$ cat config.mk
export PLATFORM = sky130hd
export DESIGN_NAME = rename_core
export DESIGN_NICKNAME = d
export VERILOG_FILES = /design/src/design/core_pkg.sv /design/src/design/rename_table.sv /design/src/design/scoreboard.sv /design/src/design/issue_queue.sv /design/src/design/prf_int.sv /design/src/design/alu_pipe.sv /design/src/design/rename_core.sv
export SDC_FILE = /design/constraint.sdc
export NUM_CORES = 2
export LEC_CHECK = 0
export BUFFER_PORTS_ARGS = -buffer_cell sky130_fd_sc_hd__clkbuf_2
export CAP_MARGIN = 0
export CORE_MARGIN = 4
export CORE_UTILIZATION = 40
export DETAILED_ROUTE_END_ITERATION = 8
export GPL_TIMING_DRIVEN = 1
export SETUP_SLACK_MARGIN = 0.4
export SYNTH_ARGS = -nofsm -noshare
export SYNTH_HDL_FRONTEND = slang
export SYNTH_HIERARCHICAL = 1
export SYNTH_SLANG_ARGS = --single-unit
$ cat constraint.sdc
create_clock -name clock -period 7.4 [get_ports clock]
set_input_delay 1.48 -clock clock [delete_from_list [all_inputs] [get_ports clock]]
set_output_delay 1.48 -clock clock [all_outputs]
set_load 0.05 [all_outputs]
$ cat src/design/core_pkg.sv
//==========================================================================
// Widths, sizes and the ALU operation encoding of the rename back end.
// RTL and testbench refer to these through core_pkg:: scoped names.
//==========================================================================
`default_nettype none

package core_pkg;

  // architectural registers, x0 reads zero
  localparam int arch_reg_w    = 3;
  localparam int num_arch_regs = 8;
  typedef logic [arch_reg_w-1:0] arch_reg_t;

  // physical registers, p0 stays bound to x0 and is never allocated
  localparam int phys_reg_w    = 4;
  localparam int num_phys_regs = 16;
  typedef logic [phys_reg_w-1:0] phys_reg_t;

  // operand, immediate and result width
  localparam int xlen = 32;
  typedef logic [xlen-1:0] data_t;

  // in-order issue queue entries
  localparam int iq_depth = 4;

  // shifts take the low 5 bits of operand b, slt is signed
  typedef enum logic [2:0] {
    alu_add = 3'd0,
    alu_sub = 3'd1,
    alu_and = 3'd2,
    alu_or  = 3'd3,
    alu_xor = 3'd4,
    alu_sll = 3'd5,
    alu_srl = 3'd6,
    alu_slt = 3'd7
  } alu_op_t;

endpackage

`default_nettype wire

$ cat src/design/rename_table.sv
//==========================================================================
// Register alias table and circular free list. Renames one micro-op per
// accepted handshake and takes displaced physical registers back at
// write-back, which is also retirement in this core.
//==========================================================================
`timescale 1ns/100ps
`default_nettype none

module rename_table (
  input  wire                       clock,
  input  wire                       reset,
  input  wire                       uop_valid,
  input  var  core_pkg::alu_op_t    uop_op,
  input  wire core_pkg::arch_reg_t  uop_rs1,
  input  wire core_pkg::arch_reg_t  uop_rs2,
  input  wire core_pkg::arch_reg_t  uop_rd,
  input  wire                       uop_use_imm,
  input  wire core_pkg::data_t      uop_imm,
  input  wire                       iq_full,
  input  wire                       wb_valid,
  input  wire                       wb_write,
  input  wire core_pkg::phys_reg_t  wb_old_pd,
  output logic                      uop_ready,
  output logic                      ren_valid,
  output core_pkg::alu_op_t         ren_op,
  output logic                      ren_use_imm,
  output core_pkg::data_t           ren_imm,
  output core_pkg::phys_reg_t       ren_ps1,
  output core_pkg::phys_reg_t       ren_ps2,
  output core_pkg::phys_reg_t       ren_pd,
  output core_pkg::phys_reg_t       ren_old_pd,
  output core_pkg::arch_reg_t       ren_rd,
  output logic                      ren_write
);

  core_pkg::phys_reg_t             alias_map [core_pkg::num_arch_regs];
  core_pkg::phys_reg_t             free_mem  [core_pkg::num_phys_regs];
  core_pkg::phys_reg_t             free_head;
  core_pkg::phys_reg_t             free_tail;
  logic [core_pkg::phys_reg_w:0]   free_count;
  logic                            free_empty;
  logic                            pop;
  logic                            push;

  assign free_empty = (free_count == '0);
  // x0 destinations need no free register
  assign uop_ready  = (!free_empty || (uop_rd == '0)) && !iq_full && !reset;
  assign ren_valid  = uop_valid && uop_ready;
  assign ren_write  = (uop_rd != '0);
  assign pop        = ren_valid && ren_write;
  assign push       = wb_valid && wb_write && (wb_old_pd != '0);

  // sources see the mapping before this micro-op's own update
  assign ren_op      = uop_op;
  assign ren_use_imm = uop_use_imm;
  assign ren_imm     = uop_imm;
  assign ren_ps1     = alias_map[uop_rs1];
  assign ren_ps2     = uop_use_imm ? '0 : alias_map[uop_rs2];
  assign ren_pd      = ren_write ? free_mem[free_head] : '0;
  assign ren_old_pd  = alias_map[uop_rd];
  assign ren_rd      = uop_rd;

  always_ff @(posedge clock) begin
    if (reset) begin
      // identity map with p8..p15 free
      for (int i = 0; i < core_pkg::num_arch_regs; i++)
        alias_map[i] <= core_pkg::phys_reg_t'(i);
      for (int i = 0; i < core_pkg::num_phys_regs; i++)
        free_mem[i] <= core_pkg::phys_reg_t'(i + core_pkg::num_arch_regs);
      free_head  <= '0;
      free_tail  <= core_pkg::phys_reg_t'(core_pkg::num_phys_regs - core_pkg::num_arch_regs);
      free_count <= (core_pkg::phys_reg_w + 1)'(core_pkg::num_phys_regs
                                                - core_pkg::num_arch_regs);
    end else begin
      if (pop) begin
        alias_map[uop_rd] <= free_mem[free_head];
        free_head         <= free_head + 1'b1;
      end
      if (push) begin
        free_mem[free_tail] <= wb_old_pd;
        free_tail           <= free_tail + 1'b1;
      end
      if (pop && !push)
        free_count <= free_count - 1'b1;
      else if (push && !pop)
        free_count <= free_count + 1'b1;
    end
  end

  // at most eight free entries, so equal pointers mean empty
  a_no_pop_empty: assert property (@(posedge clock) disable iff (reset)
    pop |-> (free_head != free_tail));

  a_no_overflow: assert property (@(posedge clock) disable iff (reset)
    (push && !pop) |-> (free_count < core_pkg::num_phys_regs));

  // a writing micro-op always displaces an allocated register
  a_no_push_p0: assert property (@(posedge clock) disable iff (reset)
    (wb_valid && wb_write) |-> (wb_old_pd != '0));

endmodule

`default_nettype wire

$ cat src/design/scoreboard.sv
//==========================================================================
// Busy bit per physical register. Rename marks a new destination busy and
// write-back clears it. The issue queue looks up its head's sources here.
//==========================================================================
`timescale 1ns/100ps
`default_nettype none

module scoreboard (
  input  wire                       clock,
  input  wire                       reset,
  input  wire                       set_valid,
  input  wire core_pkg::phys_reg_t  set_pd,
  input  wire                       clear_valid,
  input  wire core_pkg::phys_reg_t  clear_pd,
  input  wire core_pkg::phys_reg_t  ps1,
  input  wire core_pkg::phys_reg_t  ps2,
  output logic                      ps1_busy,
  output logic                      ps2_busy
);

  logic [core_pkg::num_phys_regs-1:0] busy;

  always_ff @(posedge clock) begin
    if (reset) begin
      busy <= '0;
    end else begin
      if (clear_valid)
        busy[clear_pd] <= 1'b0;
      // p0 is the x0 mapping and never waits
      if (set_valid && (set_pd != '0))
        busy[set_pd] <= 1'b1;
    end
  end

  assign ps1_busy = busy[ps1];
  assign ps2_busy = busy[ps2];

  // free list must only hand out registers whose last producer retired
  a_set_not_busy: assert property (@(posedge clock) disable iff (reset)
    (set_valid && (set_pd != '0)) |-> !busy[set_pd]);

endmodule

`default_nettype wire

$ cat src/design/issue_queue.sv
//==========================================================================
// In-order queue of renamed micro-ops. Only the head may issue, once both
// its sources are no longer busy and the ALU pipe can take it.
//==========================================================================
`timescale 1ns/100ps
`default_nettype none

module issue_queue (
  input  wire                       clock,
  input  wire                       reset,
  input  wire                       push,
  input  var  core_pkg::alu_op_t    ren_op,
  input  wire                       ren_use_imm,
  input  wire core_pkg::data_t      ren_imm,
  input  wire core_pkg::phys_reg_t  ren_ps1,
  input  wire core_pkg::phys_reg_t  ren_ps2,
  input  wire core_pkg::phys_reg_t  ren_pd,
  input  wire core_pkg::phys_reg_t  ren_old_pd,
  input  wire core_pkg::arch_reg_t  ren_rd,
  input  wire                       ren_write,
  input  wire                       ps1_busy,
  input  wire                       ps2_busy,
  input  wire                       pipe_advance,
  output logic                      full,
  output core_pkg::phys_reg_t       head_ps1,
  output core_pkg::phys_reg_t       head_ps2,
  output logic                      iss_valid,
  output core_pkg::alu_op_t         iss_op,
  output logic                      iss_use_imm,
  output core_pkg::data_t           iss_imm,
  output core_pkg::phys_reg_t       iss_ps1,
  output core_pkg::phys_reg_t       iss_ps2,
  output core_pkg::phys_reg_t       iss_pd,
  output core_pkg::phys_reg_t       iss_old_pd,
  output core_pkg::arch_reg_t       iss_rd,
  output logic                      iss_write
);

  core_pkg::alu_op_t                    q_op      [core_pkg::iq_depth];
  logic                                 q_use_imm [core_pkg::iq_depth];
  core_pkg::data_t                      q_imm     [core_pkg::iq_depth];
  core_pkg::phys_reg_t                  q_ps1     [core_pkg::iq_depth];
  core_pkg::phys_reg_t                  q_ps2     [core_pkg::iq_depth];
  core_pkg::phys_reg_t                  q_pd      [core_pkg::iq_depth];
  core_pkg::phys_reg_t                  q_old_pd  [core_pkg::iq_depth];
  core_pkg::arch_reg_t                  q_rd      [core_pkg::iq_depth];
  logic                                 q_write   [core_pkg::iq_depth];
  logic [$clog2(core_pkg::iq_depth)-1:0] head;
  logic [$clog2(core_pkg::iq_depth)-1:0] tail;
  logic [$clog2(core_pkg::iq_depth):0]   count;

  assign full     = (count == core_pkg::iq_depth);
  assign head_ps1 = q_ps1[head];
  assign head_ps2 = q_ps2[head];

  // younger entries wait behind a stalled head
  assign iss_valid   = (count != '0) && !ps1_busy && !ps2_busy && pipe_advance;
  assign iss_op      = q_op[head];
  assign iss_use_imm = q_use_imm[head];
  assign iss_imm     = q_imm[head];
  assign iss_ps1     = q_ps1[head];
  assign iss_ps2     = q_ps2[head];
  assign iss_pd      = q_pd[head];
  assign iss_old_pd  = q_old_pd[head];
  assign iss_rd      = q_rd[head];
  assign iss_write   = q_write[head];

  always_ff @(posedge clock) begin
    if (push) begin
      q_op[tail]      <= ren_op;
      q_use_imm[tail] <= ren_use_imm;
      q_imm[tail]     <= ren_imm;
      q_ps1[tail]     <= ren_ps1;
      q_ps2[tail]     <= ren_ps2;
      q_pd[tail]      <= ren_pd;
      q_old_pd[tail]  <= ren_old_pd;
      q_rd[tail]      <= ren_rd;
      q_write[tail]   <= ren_write;
    end
  end

  always_ff @(posedge clock) begin
    if (reset) begin
      head  <= '0;
      tail  <= '0;
      count <= '0;
    end else begin
      if (push)
        tail <= tail + 1'b1;
      if (iss_valid)
        head <= head + 1'b1;
      if (push && !iss_valid)
        count <= count + 1'b1;
      else if (iss_valid && !push)
        count <= count - 1'b1;
    end
  end

  // a push into a non-empty queue must not land on the head entry
  a_no_push_full: assert property (@(posedge clock) disable iff (reset)
    (push && (count != '0)) |-> (tail != head));

endmodule

`default_nettype wire

$ cat src/design/prf_int.sv
//==========================================================================
// Physical integer register file, two registered read ports and one
// write port fed from ALU write-back.
//==========================================================================
`timescale 1ns/100ps
`default_nettype none

module prf_int (
  input  wire                       clock,
  input  wire                       reset,
  input  wire core_pkg::phys_reg_t  rd_addr1,
  input  wire core_pkg::phys_reg_t  rd_addr2,
  input  wire                       wr_valid,
  input  wire core_pkg::phys_reg_t  wr_addr,
  input  wire core_pkg::data_t      wr_data,
  output core_pkg::data_t           rd_data1,
  output core_pkg::data_t           rd_data2
);

  core_pkg::data_t regs [core_pkg::num_phys_regs];

  always_ff @(posedge clock) begin
    if (reset) begin
      for (int i = 0; i < core_pkg::num_phys_regs; i++)
        regs[i] <= '0;
    end else if (wr_valid) begin
      regs[wr_addr] <= wr_data;
    end
  end

  // p0 holds x0
  always_ff @(posedge clock) begin
    rd_data1 <= (rd_addr1 == '0) ? '0 : regs[rd_addr1];
    rd_data2 <= (rd_addr2 == '0) ? '0 : regs[rd_addr2];
  end

  a_no_write_p0: assert property (@(posedge clock) disable iff (reset)
    wr_valid |-> (wr_addr != '0));

endmodule

`default_nettype wire

$ cat src/design/alu_pipe.sv
//==========================================================================
// Two-stage ALU pipe. Stage 1 waits for the register file read, stage 2
// computes and holds the result until the result port takes it.
//==========================================================================
`timescale 1ns/100ps
`default_nettype none

module alu_pipe (
  input  wire                       clock,
  input  wire                       reset,
  input  wire                       iss_valid,
  input  var  core_pkg::alu_op_t    iss_op,
  input  wire                       iss_use_imm,
  input  wire core_pkg::data_t      iss_imm,
  input  wire core_pkg::phys_reg_t  iss_pd,
  input  wire core_pkg::phys_reg_t  iss_old_pd,
  input  wire core_pkg::arch_reg_t  iss_rd,
  input  wire                       iss_write,
  input  wire core_pkg::data_t      rs1_data,
  input  wire core_pkg::data_t      rs2_data,
  input  wire                       result_ready,
  output logic                      advance,
  output logic                      wb_valid,
  output core_pkg::phys_reg_t       wb_pd,
  output core_pkg::arch_reg_t       wb_rd,
  output logic                      wb_write,
  output core_pkg::phys_reg_t       wb_old_pd,
  output core_pkg::data_t           wb_data
);

  logic                 s1_valid;
  logic                 s1_fresh;
  core_pkg::alu_op_t    s1_op;
  logic                 s1_use_imm;
  core_pkg::data_t      s1_imm;
  core_pkg::phys_reg_t  s1_pd;
  core_pkg::phys_reg_t  s1_old_pd;
  core_pkg::arch_reg_t  s1_rd;
  logic                 s1_write;
  core_pkg::data_t      s1_a;
  core_pkg::data_t      s1_b;
  core_pkg::data_t      op_a;
  core_pkg::data_t      op_b;
  core_pkg::data_t      alu_result;

  // whole pipe freezes while stage 2 waits on the result port
  assign advance = !wb_valid || result_ready;

  // read data is live only right after stage 1 loads, kept in s1_a/s1_b later
  assign op_a = s1_fresh ? rs1_data : s1_a;
  assign op_b = s1_use_imm ? s1_imm : (s1_fresh ? rs2_data : s1_b);

  always_comb begin
    case (s1_op)
      core_pkg::alu_add: alu_result = op_a + op_b;
      core_pkg::alu_sub: alu_result = op_a - op_b;
      core_pkg::alu_and: alu_result = op_a & op_b;
      core_pkg::alu_or:  alu_result = op_a | op_b;
      core_pkg::alu_xor: alu_result = op_a ^ op_b;
      core_pkg::alu_sll: alu_result = op_a << op_b[4:0];
      core_pkg::alu_srl: alu_result = op_a >> op_b[4:0];
      core_pkg::alu_slt: alu_result = core_pkg::data_t'($signed(op_a) < $signed(op_b));
      default:           alu_result = '0;
    endcase
  end

  always_ff @(posedge clock) begin
    if (reset) begin
      s1_valid <= 1'b0;
      s1_fresh <= 1'b0;
      wb_valid <= 1'b0;
    end else if (advance) begin
      s1_valid <= iss_valid;
      s1_fresh <= 1'b1;
      wb_valid <= s1_valid;
    end else begin
      s1_fresh <= 1'b0;
    end
  end

  always_ff @(posedge clock) begin
    if (advance) begin
      s1_op      <= iss_op;
      s1_use_imm <= iss_use_imm;
      s1_imm     <= iss_imm;
      s1_pd      <= iss_pd;
      s1_old_pd  <= iss_old_pd;
      s1_rd      <= iss_rd;
      s1_write   <= iss_write;
      wb_pd      <= s1_pd;
      wb_rd      <= s1_rd;
      wb_write   <= s1_write;
      wb_old_pd  <= s1_old_pd;
      wb_data    <= alu_result;
    end else if (s1_fresh) begin
      s1_a <= rs1_data;
      s1_b <= rs2_data;
    end
  end

endmodule

`default_nettype wire

$ cat src/design/rename_core.sv
//==========================================================================
// Rename back end top. Micro-ops enter through a valid/ready port, pass
// rename, in-order issue, register read and the ALU pipe, and leave in
// program order on the result port.
//==========================================================================
`timescale 1ns/100ps
`default_nettype none

module rename_core (
  input  wire                       clock,
  input  wire                       reset,
  input  wire                       uop_valid,
  input  var  core_pkg::alu_op_t    uop_op,
  input  wire core_pkg::arch_reg_t  uop_rs1,
  input  wire core_pkg::arch_reg_t  uop_rs2,
  input  wire core_pkg::arch_reg_t  uop_rd,
  input  wire                       uop_use_imm,
  input  wire core_pkg::data_t      uop_imm,
  input  wire                       result_ready,
  output logic                      uop_ready,
  output logic                      result_valid,
  output core_pkg::arch_reg_t       result_rd,
  output core_pkg::data_t           result_data
);

  logic ren_valid, ren_use_imm, ren_write;
  core_pkg::alu_op_t   ren_op;
  core_pkg::data_t     ren_imm;
  core_pkg::phys_reg_t ren_ps1, ren_ps2, ren_pd, ren_old_pd;
  core_pkg::arch_reg_t ren_rd;

  logic iq_full, ps1_busy, ps2_busy;
  core_pkg::phys_reg_t head_ps1, head_ps2;

  logic iss_valid, iss_use_imm, iss_write;
  core_pkg::alu_op_t   iss_op;
  core_pkg::data_t     iss_imm;
  core_pkg::phys_reg_t iss_ps1, iss_ps2, iss_pd, iss_old_pd;
  core_pkg::arch_reg_t iss_rd;

  core_pkg::data_t     rs1_data, rs2_data;
  logic                advance, wb_write;
  core_pkg::phys_reg_t wb_pd, wb_old_pd;

  // write-back happens when the result port takes stage 2
  logic wb_done, prf_we;
  assign wb_done = result_valid && result_ready;
  assign prf_we  = wb_done && wb_write;

  rename_table rename0 (
    .clock(clock), .reset(reset), .uop_valid(uop_valid), .uop_op(uop_op),
    .uop_rs1(uop_rs1), .uop_rs2(uop_rs2), .uop_rd(uop_rd),
    .uop_use_imm(uop_use_imm), .uop_imm(uop_imm), .iq_full(iq_full),
    .wb_valid(wb_done), .wb_write(wb_write), .wb_old_pd(wb_old_pd),
    .uop_ready(uop_ready), .ren_valid(ren_valid), .ren_op(ren_op),
    .ren_use_imm(ren_use_imm), .ren_imm(ren_imm), .ren_ps1(ren_ps1),
    .ren_ps2(ren_ps2), .ren_pd(ren_pd), .ren_old_pd(ren_old_pd),
    .ren_rd(ren_rd), .ren_write(ren_write)
  );

  // non-writing micro-ops carry pd 0, which the scoreboard ignores
  scoreboard sb0 (
    .clock(clock), .reset(reset), .set_valid(ren_valid), .set_pd(ren_pd),
    .clear_valid(wb_done), .clear_pd(wb_pd), .ps1(head_ps1), .ps2(head_ps2),
    .ps1_busy(ps1_busy), .ps2_busy(ps2_busy)
  );

  issue_queue iq0 (
    .clock(clock), .reset(reset), .push(ren_valid), .ren_op(ren_op),
    .ren_use_imm(ren_use_imm), .ren_imm(ren_imm), .ren_ps1(ren_ps1),
    .ren_ps2(ren_ps2), .ren_pd(ren_pd), .ren_old_pd(ren_old_pd),
    .ren_rd(ren_rd), .ren_write(ren_write), .ps1_busy(ps1_busy),
    .ps2_busy(ps2_busy), .pipe_advance(advance), .full(iq_full),
    .head_ps1(head_ps1), .head_ps2(head_ps2), .iss_valid(iss_valid),
    .iss_op(iss_op), .iss_use_imm(iss_use_imm), .iss_imm(iss_imm),
    .iss_ps1(iss_ps1), .iss_ps2(iss_ps2), .iss_pd(iss_pd),
    .iss_old_pd(iss_old_pd), .iss_rd(iss_rd), .iss_write(iss_write)
  );

  prf_int prf0 (
    .clock(clock), .reset(reset), .rd_addr1(iss_ps1), .rd_addr2(iss_ps2),
    .wr_valid(prf_we), .wr_addr(wb_pd), .wr_data(result_data),
    .rd_data1(rs1_data), .rd_data2(rs2_data)
  );

  alu_pipe alu0 (
    .clock(clock), .reset(reset), .iss_valid(iss_valid), .iss_op(iss_op),
    .iss_use_imm(iss_use_imm), .iss_imm(iss_imm), .iss_pd(iss_pd),
    .iss_old_pd(iss_old_pd), .iss_rd(iss_rd), .iss_write(iss_write),
    .rs1_data(rs1_data), .rs2_data(rs2_data), .result_ready(result_ready),
    .advance(advance), .wb_valid(result_valid), .wb_pd(wb_pd),
    .wb_rd(result_rd), .wb_write(wb_write), .wb_old_pd(wb_old_pd),
    .wb_data(result_data)
  );

endmodule

`default_nettype wire

=== After elaboration in Yosys (flattened, before gate mapping) ===
Memories as Yosys holds them, arrays and structs flattened. A register that Yosys moved wholly into a read port is not among the register bits.
Cells that the tools add are included.

* Word-level logic and storage cells: 155
* Bits in writable memories: 832
* Register bits after elaboration: 147
* Memories: 12

{| class="wikitable"
|+ Memory list
! name !! words !! width !! rd ports !! clocked after Yosys merged registers in !! wr ports !! RTL line !! RTL
|-
| prf0.regs || 16 || 32 || 2 || 2 || 16 || prf_int.sv:20 || <nowiki>core_pkg::data_t regs [core_pkg::num_phys_regs];</nowiki>
|-
| iq0.q_imm || 4 || 32 || 1 || 1 || 1 || issue_queue.sv:41 || <nowiki>core_pkg::data_t q_imm [core_pkg::iq_depth];</nowiki>
|-
| rename0.free_mem || 16 || 4 || 1 || 1 || 16 || rename_table.sv:37 || <nowiki>core_pkg::phys_reg_t free_mem [core_pkg::num_phys_regs];</nowiki>
|-
| rename0.alias_map || 8 || 4 || 3 || 0 || 8 || rename_table.sv:36 || <nowiki>core_pkg::phys_reg_t alias_map [core_pkg::num_arch_regs];</nowiki>
|-
| iq0.q_old_pd || 4 || 4 || 1 || 1 || 1 || issue_queue.sv:45 || <nowiki>core_pkg::phys_reg_t q_old_pd [core_pkg::iq_depth];</nowiki>
|-
| iq0.q_pd || 4 || 4 || 1 || 1 || 1 || issue_queue.sv:44 || <nowiki>core_pkg::phys_reg_t q_pd [core_pkg::iq_depth];</nowiki>
|-
| +6 memories || - || - || - || - || - || - ||
|}

* Bitwise logic cells: 6
* Add/subtract/negate cells: 10
* Multiplexer cells: 50
* Reductions and logical operators: 43
* $lt $le $gt $ge: 7
* Shift-type cells: 2
* Equal/unequal tests: 8

{| class="wikitable"
|+ Operator list
! cell !! number
|-
| one-hot mux 32 bit (8 select lines) || 1
|-
| two-way mux 32 bit || 4
|-
| two-way mux 16 bit || 3
|-
| adder 32 bit || 1
|-
| AND 32 bit || 1
|-
| < comparator 32 bit || 1
|-
| two-way mux 4 bit || 8
|-
| bitwise OR 32 bit || 1
|-
| OR reduction 32 bit || 1
|-
| left shift 32 x 5 -> 32 bit || 1
|-
| right shift 32 x 5 -> 32 bit || 1
|-
| subtractor 32 bit || 1
|-
| XOR 32 bit || 1
|-
| two-way mux 1 bit || 21
|-
| < comparator 4 x 5 -> 1 bit (second input constant) || 4
|-
| logical AND 1 bit || 17
|-
| AND 16 bit || 1
|-
| inverter 16 bit || 1
|-
| bitwise OR 16 bit || 1
|-
| == test 3 bit (second input constant) || 5
|-
| logical NOT 1 bit || 10
|-
| two-way mux 5 bit || 2
|-
| two-way mux 3 bit || 3
|-
| adder 4 x 1 -> 4 bit (second input constant) || 2
|-
| 19 further kinds || 34
|}

=== Depth between registers and ports, before layout ===
* Depth in word-level cells: 12
* Depth in mapped cells: 20
* Gate-level depth less buffers: 16

=== Modules after synthesis ===
The synthesis kept the hierarchy.

{| class="wikitable"
|+ By module, submodules not included
! module !! area an instance (um^2) !! seq. area each (um^2) !! cells an instance !! times used
|-
| prf_int || 26843.2 || 15695.1 || 1892 || 1
|-
| alu_pipe || 14072.2 || 4744.6 || 1573 || 1
|-
| issue_queue || 8672.1 || 6906.6 || 349 || 1
|-
| rename_table || 6357.3 || 3223.1 || 489 || 1
|-
| scoreboard || 932.1 || 320.3 || 94 || 1
|-
| rename_core || 12.5 || 0.0 || 2 || 1
|}

=== Least setup slack after synthesis ===
No wires, ideal clock.

* Path kind: input -> register
* Start: input result_ready
* End: register iq0/count[2] (netlist bit)
* Required time: 7.330 ns
* Stages on the path: 12
* Data arrival time: 7.713 ns
* Setup slack: -0.383 ns
* Path buffers: 2
* Cells stage by stage: nor2b_1 > clkbuf_1 > inv_1 > and3b_1 > buf_6 > inv_1 > ha_1 > inv_1 > fa_1 > xor2_1 > or3_1 > a21oi_1

* Word-level cells in the longest chain between the ends: 5
* Elaborated cells between the ends (all ways): 7
* Those cells by class: 1 x mux; 6 x reduce/logical

{| class="wikitable"
|+ Ends and longest elaborated chain
! what !! RTL line !! RTL
|-
| start: declaration || rename_core.sv:19 || <nowiki>input wire result_ready,</nowiki>
|-
| logical OR 1 bit * || alu_pipe.sv:47 || <nowiki>assign advance = !wb_valid || result_ready;</nowiki>
|-
| net advance || rename_core.sv:42 || <nowiki>logic advance, wb_write;</nowiki>
|-
| logical AND 1 bit * || issue_queue.sv:57 || <nowiki>assign iss_valid = (count != '0) && !ps1_busy && !ps2_busy && pipe_advance;</nowiki>
|-
| net iss_valid || rename_core.sv:35 || <nowiki>logic iss_valid, iss_use_imm, iss_write;</nowiki>
|-
| logical NOT 1 bit || issue_queue.sv:92 || <nowiki>if (push && !iss_valid)</nowiki>
|-
| logical AND 1 bit || issue_queue.sv:92 ||
|-
| two-way mux 3 bit / nonzero test 2 bit (equally long branches) || - ||
|-
| end signal: assignment || issue_queue.sv:93 || <nowiki>count <= count + 1'b1;</nowiki>
|-
| end signal: assignment || issue_queue.sv:95 || <nowiki>count <= count - 1'b1;</nowiki>
|-
| end: declaration || issue_queue.sv:50 || <nowiki>logic [$clog2(core_pkg::iq_depth):0] count;</nowiki>
|}

Mark *: on every way through the listed nets, which the timed path passes. The rest lies on a longest branch.
A chain may end at the register's enable or synchronous reset.

=== Final worst setup path ===
* Start: register alu0.s1_fresh
* End: register alu0.wb_data[26], data pin

* Word-level cells in the longest chain between the ends: 4
* Elaborated cells between the ends (all ways): 11
* Those cells by class: 2 x add/sub; 2 x shift; 4 x mux; 3 x bitwise

{| class="wikitable"
|+ Ends and longest elaborated chain
! what !! RTL line !! RTL
|-
| start: declaration || alu_pipe.sv:32 || <nowiki>logic s1_fresh;</nowiki>
|-
| start signal: assignment || alu_pipe.sv:70 || <nowiki>s1_fresh <= 1'b0;</nowiki>
|-
| start signal: assignment || alu_pipe.sv:74 || <nowiki>s1_fresh <= 1'b1;</nowiki>
|-
| start signal: assignment || alu_pipe.sv:77 || <nowiki>s1_fresh <= 1'b0;</nowiki>
|-
| two-way mux 32 bit || - ||
|-
| two-way mux 32 bit || alu_pipe.sv:51 || <nowiki>assign op_b = s1_use_imm ? s1_imm : (s1_fresh ? rs2_data : s1_b);</nowiki>
|-
| subtractor 32 bit (tied with other cells) || alu_pipe.sv:56 || <nowiki>core_pkg::alu_sub: alu_result = op_a - op_b;</nowiki>
|-
| one-hot mux 32 bit (8 select lines) * || alu_pipe.sv:54 || <nowiki>case (s1_op)</nowiki>
|-
| net alu0.alu_result[26] || alu_pipe.sv:44 || <nowiki>core_pkg::data_t alu_result;</nowiki>
|-
| end signal: assignment || alu_pipe.sv:94 || <nowiki>wb_data <= alu_result;</nowiki>
|-
| end: declaration || alu_pipe.sv:28 || <nowiki>output core_pkg::data_t wb_data</nowiki>
|}

Marked as above.

==> flow_summary.yaml <==
run_status:
  outcome: "finished clean"
grt:
  grt.total_usage_pct: 24.4
  grt_max_degree: 88
  antenna_found_initial: 14
  grt_pass1_wl_um: 266000
  grt_pass1_vias: 37100
  overflow: 0
die:
  core_um2: 141000
  die_h_um: 385
  io_pins: 86
  std_cell_rows: 138
  die_area_um2: 148000
  initial_core_util_pct: 40.2
  die_w_um: 385
timing:
  setup-tns-final_ps: 0
  fin_crit_ps: 5350
  fmax_mhz: 187
  relSlewSlack_pct: 14.9
  tightest_slew_ps: 1280
  timing_max_transition_violations_final: 0
  fin_crit_sh_pct: 72.3
  hold_violations: 0
  rsz0062_at_grt: "no"
  setup_violations: 0
  fin_skew_ps: 49.9
job:
  max-cap-violations: 0
cells_and_area:
  fillerInstances: 12800
  final_common_cell: "edfxtp_1"
  final_cell_mix: "edfxtp_1, and2_1, mux2i_1, nor2_1, a21oi_1"
  post-route-util_pct: 44.0
  syn2layout_area_growth_pct: 9.40
  drive_above_1_share_pct: 17.2
  num-nets-final: 4475
power:
  p_per_area_nw_per_um2: 439
  leakage_nw: 22.6
  clkPwrFrac_pct: 20.7
  seqPwrFrac_pct: 31.0
  power_frac_comb_pct: 48.2
  p_sw_mw: 12.1
  switching_share_pct: 44.5
  intPower_mw: 15.2
  power.total_mw: 27.3
  irDropWorstVdd_mv: 0.269
critical_path:
  rr_endpoint: "alu0/wb_data[26]"
  r2r-start: "alu0/s1_fresh"
  reg2regPathDepth: 17
  crit_start: "alu0/s1_fresh"
  reg2reg_slack_ps: 2050
  worstSetupEndpointType: "flop"
  crit_fanout: 46
  crit_type: "reg -> reg"
  cp_data_required_time_ps: 7870
  critPathLaunchType: "flop"
  arrival_ps: 5810
logic_synthesis:
  synth_area_leader_cell: "edfxtp_1"
  synth_top_area_share_pct: 50.5
  yosys_warnings: 6
  synth_ff_type: "edfxtp_1"
  avgSynthCellArea_um2: 12.9
  synthCells: 4399
  ys_seq_area_share_pct: 54.3
  synthArstFlopShare_pct: 0
  synth-edff-count: 956
  netlist_area_um2: 56900
  ys_types: 107
  synth_seq_cells: 1065
  ys_top_cells_by_area: "edfxtp_1, mux4_2, mux2i_1"
place:
  hpwl_um: 121000
  gp_congestion: 0.953
  port_buffers: 85
cts:
  cts_buffers: 110
  postCtsSetupBuffers: 0
  path_clk_slew_ps: 70
  clock_path_buffers: 3
  cts.htree.levels: 3
  tritoncts: "yes"
  cts_resized: 0
  cts-root-buf: "clkbuf_16"
  clk_latency_ps: 750
  cts.hold.buffers_added: 0
  cts_sinks: 1065
detailed_routing:
  routed_wl_um: 183000
  first_pass_iters: 6
  drc: 0
  via_per_inst: 6.00
  final_antenna_net_count: 0
  wl_per_cell_um: 29.1
  vias: 37800
  drt_iter0_markers: 4927
hold_path:
  hold_class: "reg -> reg"
  worstHoldStart: "alu0/s1_old_pd[1]"
  whs_endpoint: "alu0/wb_old_pd[1]"
  whs_path_depth: 0
cells by family after synthesis:
kind of cell | Yosys count | share of synthesized area (%)
muxes | 682 | 17.5
other | 1 | 0.00659
and+or+nand+nor | 1240 | 11.8
AOI/OAI and AO/OA | 757 | 8.77
xor gates and xnor gates | 38 | 0.585
buffers and inverters | 500 | 4.38
DFF | 1065 | 54.3
adders and majority gates | 116 | 2.60
worst max path at each step:
stage	end	depth (start not counted)	slack (ps)
final	alu0/wb_data[26]	17	2050
after global routing	alu0/wb_data[29]	13	1850
after CTS	alu0/wb_data[31]	15	2190
after detailed placement	alu0/wb_data[31]	15	2210
after global placement	alu0/wb_data[31]	15	2210
after floorplan	iq0/count[2]	12	1330
critical path, cell delays in order (launching register included):
cell and delay (ps):
dfxtp_4 780, buf_4 410, mux2_4 350, mux2i_4 290, inv_4 160, ha_1 240, inv_1 70, fa_1 250
a211o_1 160, a21oi_1 80, o2bb2ai_1 270, o31ai_1 620, a21oi_1 260, o21ai_0 400, nand2_1 90, a32o_1 230
a211oi_1 230, o21ai_0 140
metal layers:
| layer | vias to the layer above | global-route usage, % | share of wire [%] |
|---|---|---|---|
| li1 | 16400 | - | - |
| met1 | 19200 | 34.2 | 41 |
| met2 | 1845 | 37.9 | 45 |
| met3 | 353 | 4.78 | 9.0 |
| met4 | 4 | 8.90 | 4.2 |
| met5 | - | 0 | 0.017 |
Yosys cell counts (all sizes together) (21+ instances only):
cell type / n
edfxtp: 956
and2: 524
mux2i: 345
nor2: 262
mux4: 234
a21oi: 231
clkbuf: 196
buf: 193
nand2: 183
o21ai: 113
ha: 111
dfxtp: 109
inv: 109
mux2: 103
o22ai: 90
nor3: 37
or3: 37
a2111oi: 36
or2: 36
a22oi: 35
nand2b: 35
a221o: 34
o211ai: 33
a211oi: 32
nand3: 29
xnor2: 25
o221ai: 24
a21o: 21
nor2b: 21
power by group through the flow:
stage | registers (mW) | clock network, mW | logic [mW]
floorplan | 8.15 | 0 | 8.76
global route | 8.55 | 6.02 | 13.9
global placement | 8.59 | 0 | 12.9
finish | 8.47 | 5.66 | 13.2
CTS | 8.48 | 5.76 | 12.9
detailed placement | 8.60 | 0 | 12.8
sequential cells by signal, summed over array words and instances, names as in the netlist, 5 cells and up, named ones only:
signal / flops
sb0/busy: 16
rename0/alias_map: 32
iq0/q_imm: 128
prf0/rd_data1: 32
iq0/q_old_pd: 16
alu0/s1_b: 32
alu0/s1_imm: 32
rename0/free_mem: 64
iq0/q_rd: 12
alu0/wb_data: 32
iq0/q_ps1: 16
prf0/rd_data2: 32
alu0/s1_a: 32
rename0/free_count: 5
prf0/regs: 480
iq0/q_ps2: 16
iq0/q_op: 12
iq0/q_pd: 16
cell type report:
| cell class | count | area, um^2 | share of cell area [%] |
|---|---|---|---|
| clock buffer | 151 | 3060 | 4.92 |
| inverter | 111 | 422 | 0.678 |
| antenna | 5 | 12.5 | 0.0201 |
| sequential | 1065 | 30900 | 49.6 |
| clock inverter | 52 | 607 | 0.975 |
| multi-input combinational | 2837 | 23700 | 38.0 |
| tap | 1890 | 2360 | 3.80 |
| timing repair buffer | 186 | 1210 | 1.94 |
through the flow:
step / cells / instance area, um^2 / hold slack (ps) / setup slack (ps)
after detailed placement: 6089 / 58600 / 406 / 2210
after global placement: 6089 / 58600 / 404 / 2210
after floorplan: 4402 / 56900 / 400 / 1330
after CTS: 6292 / 62200 / 417 / 2190
final: 6297 / 62200 / 415 / 2050
after global routing: 6292 / 62200 / 423 / 1850
No activity file was read; power rests on OpenSTA's default activity.
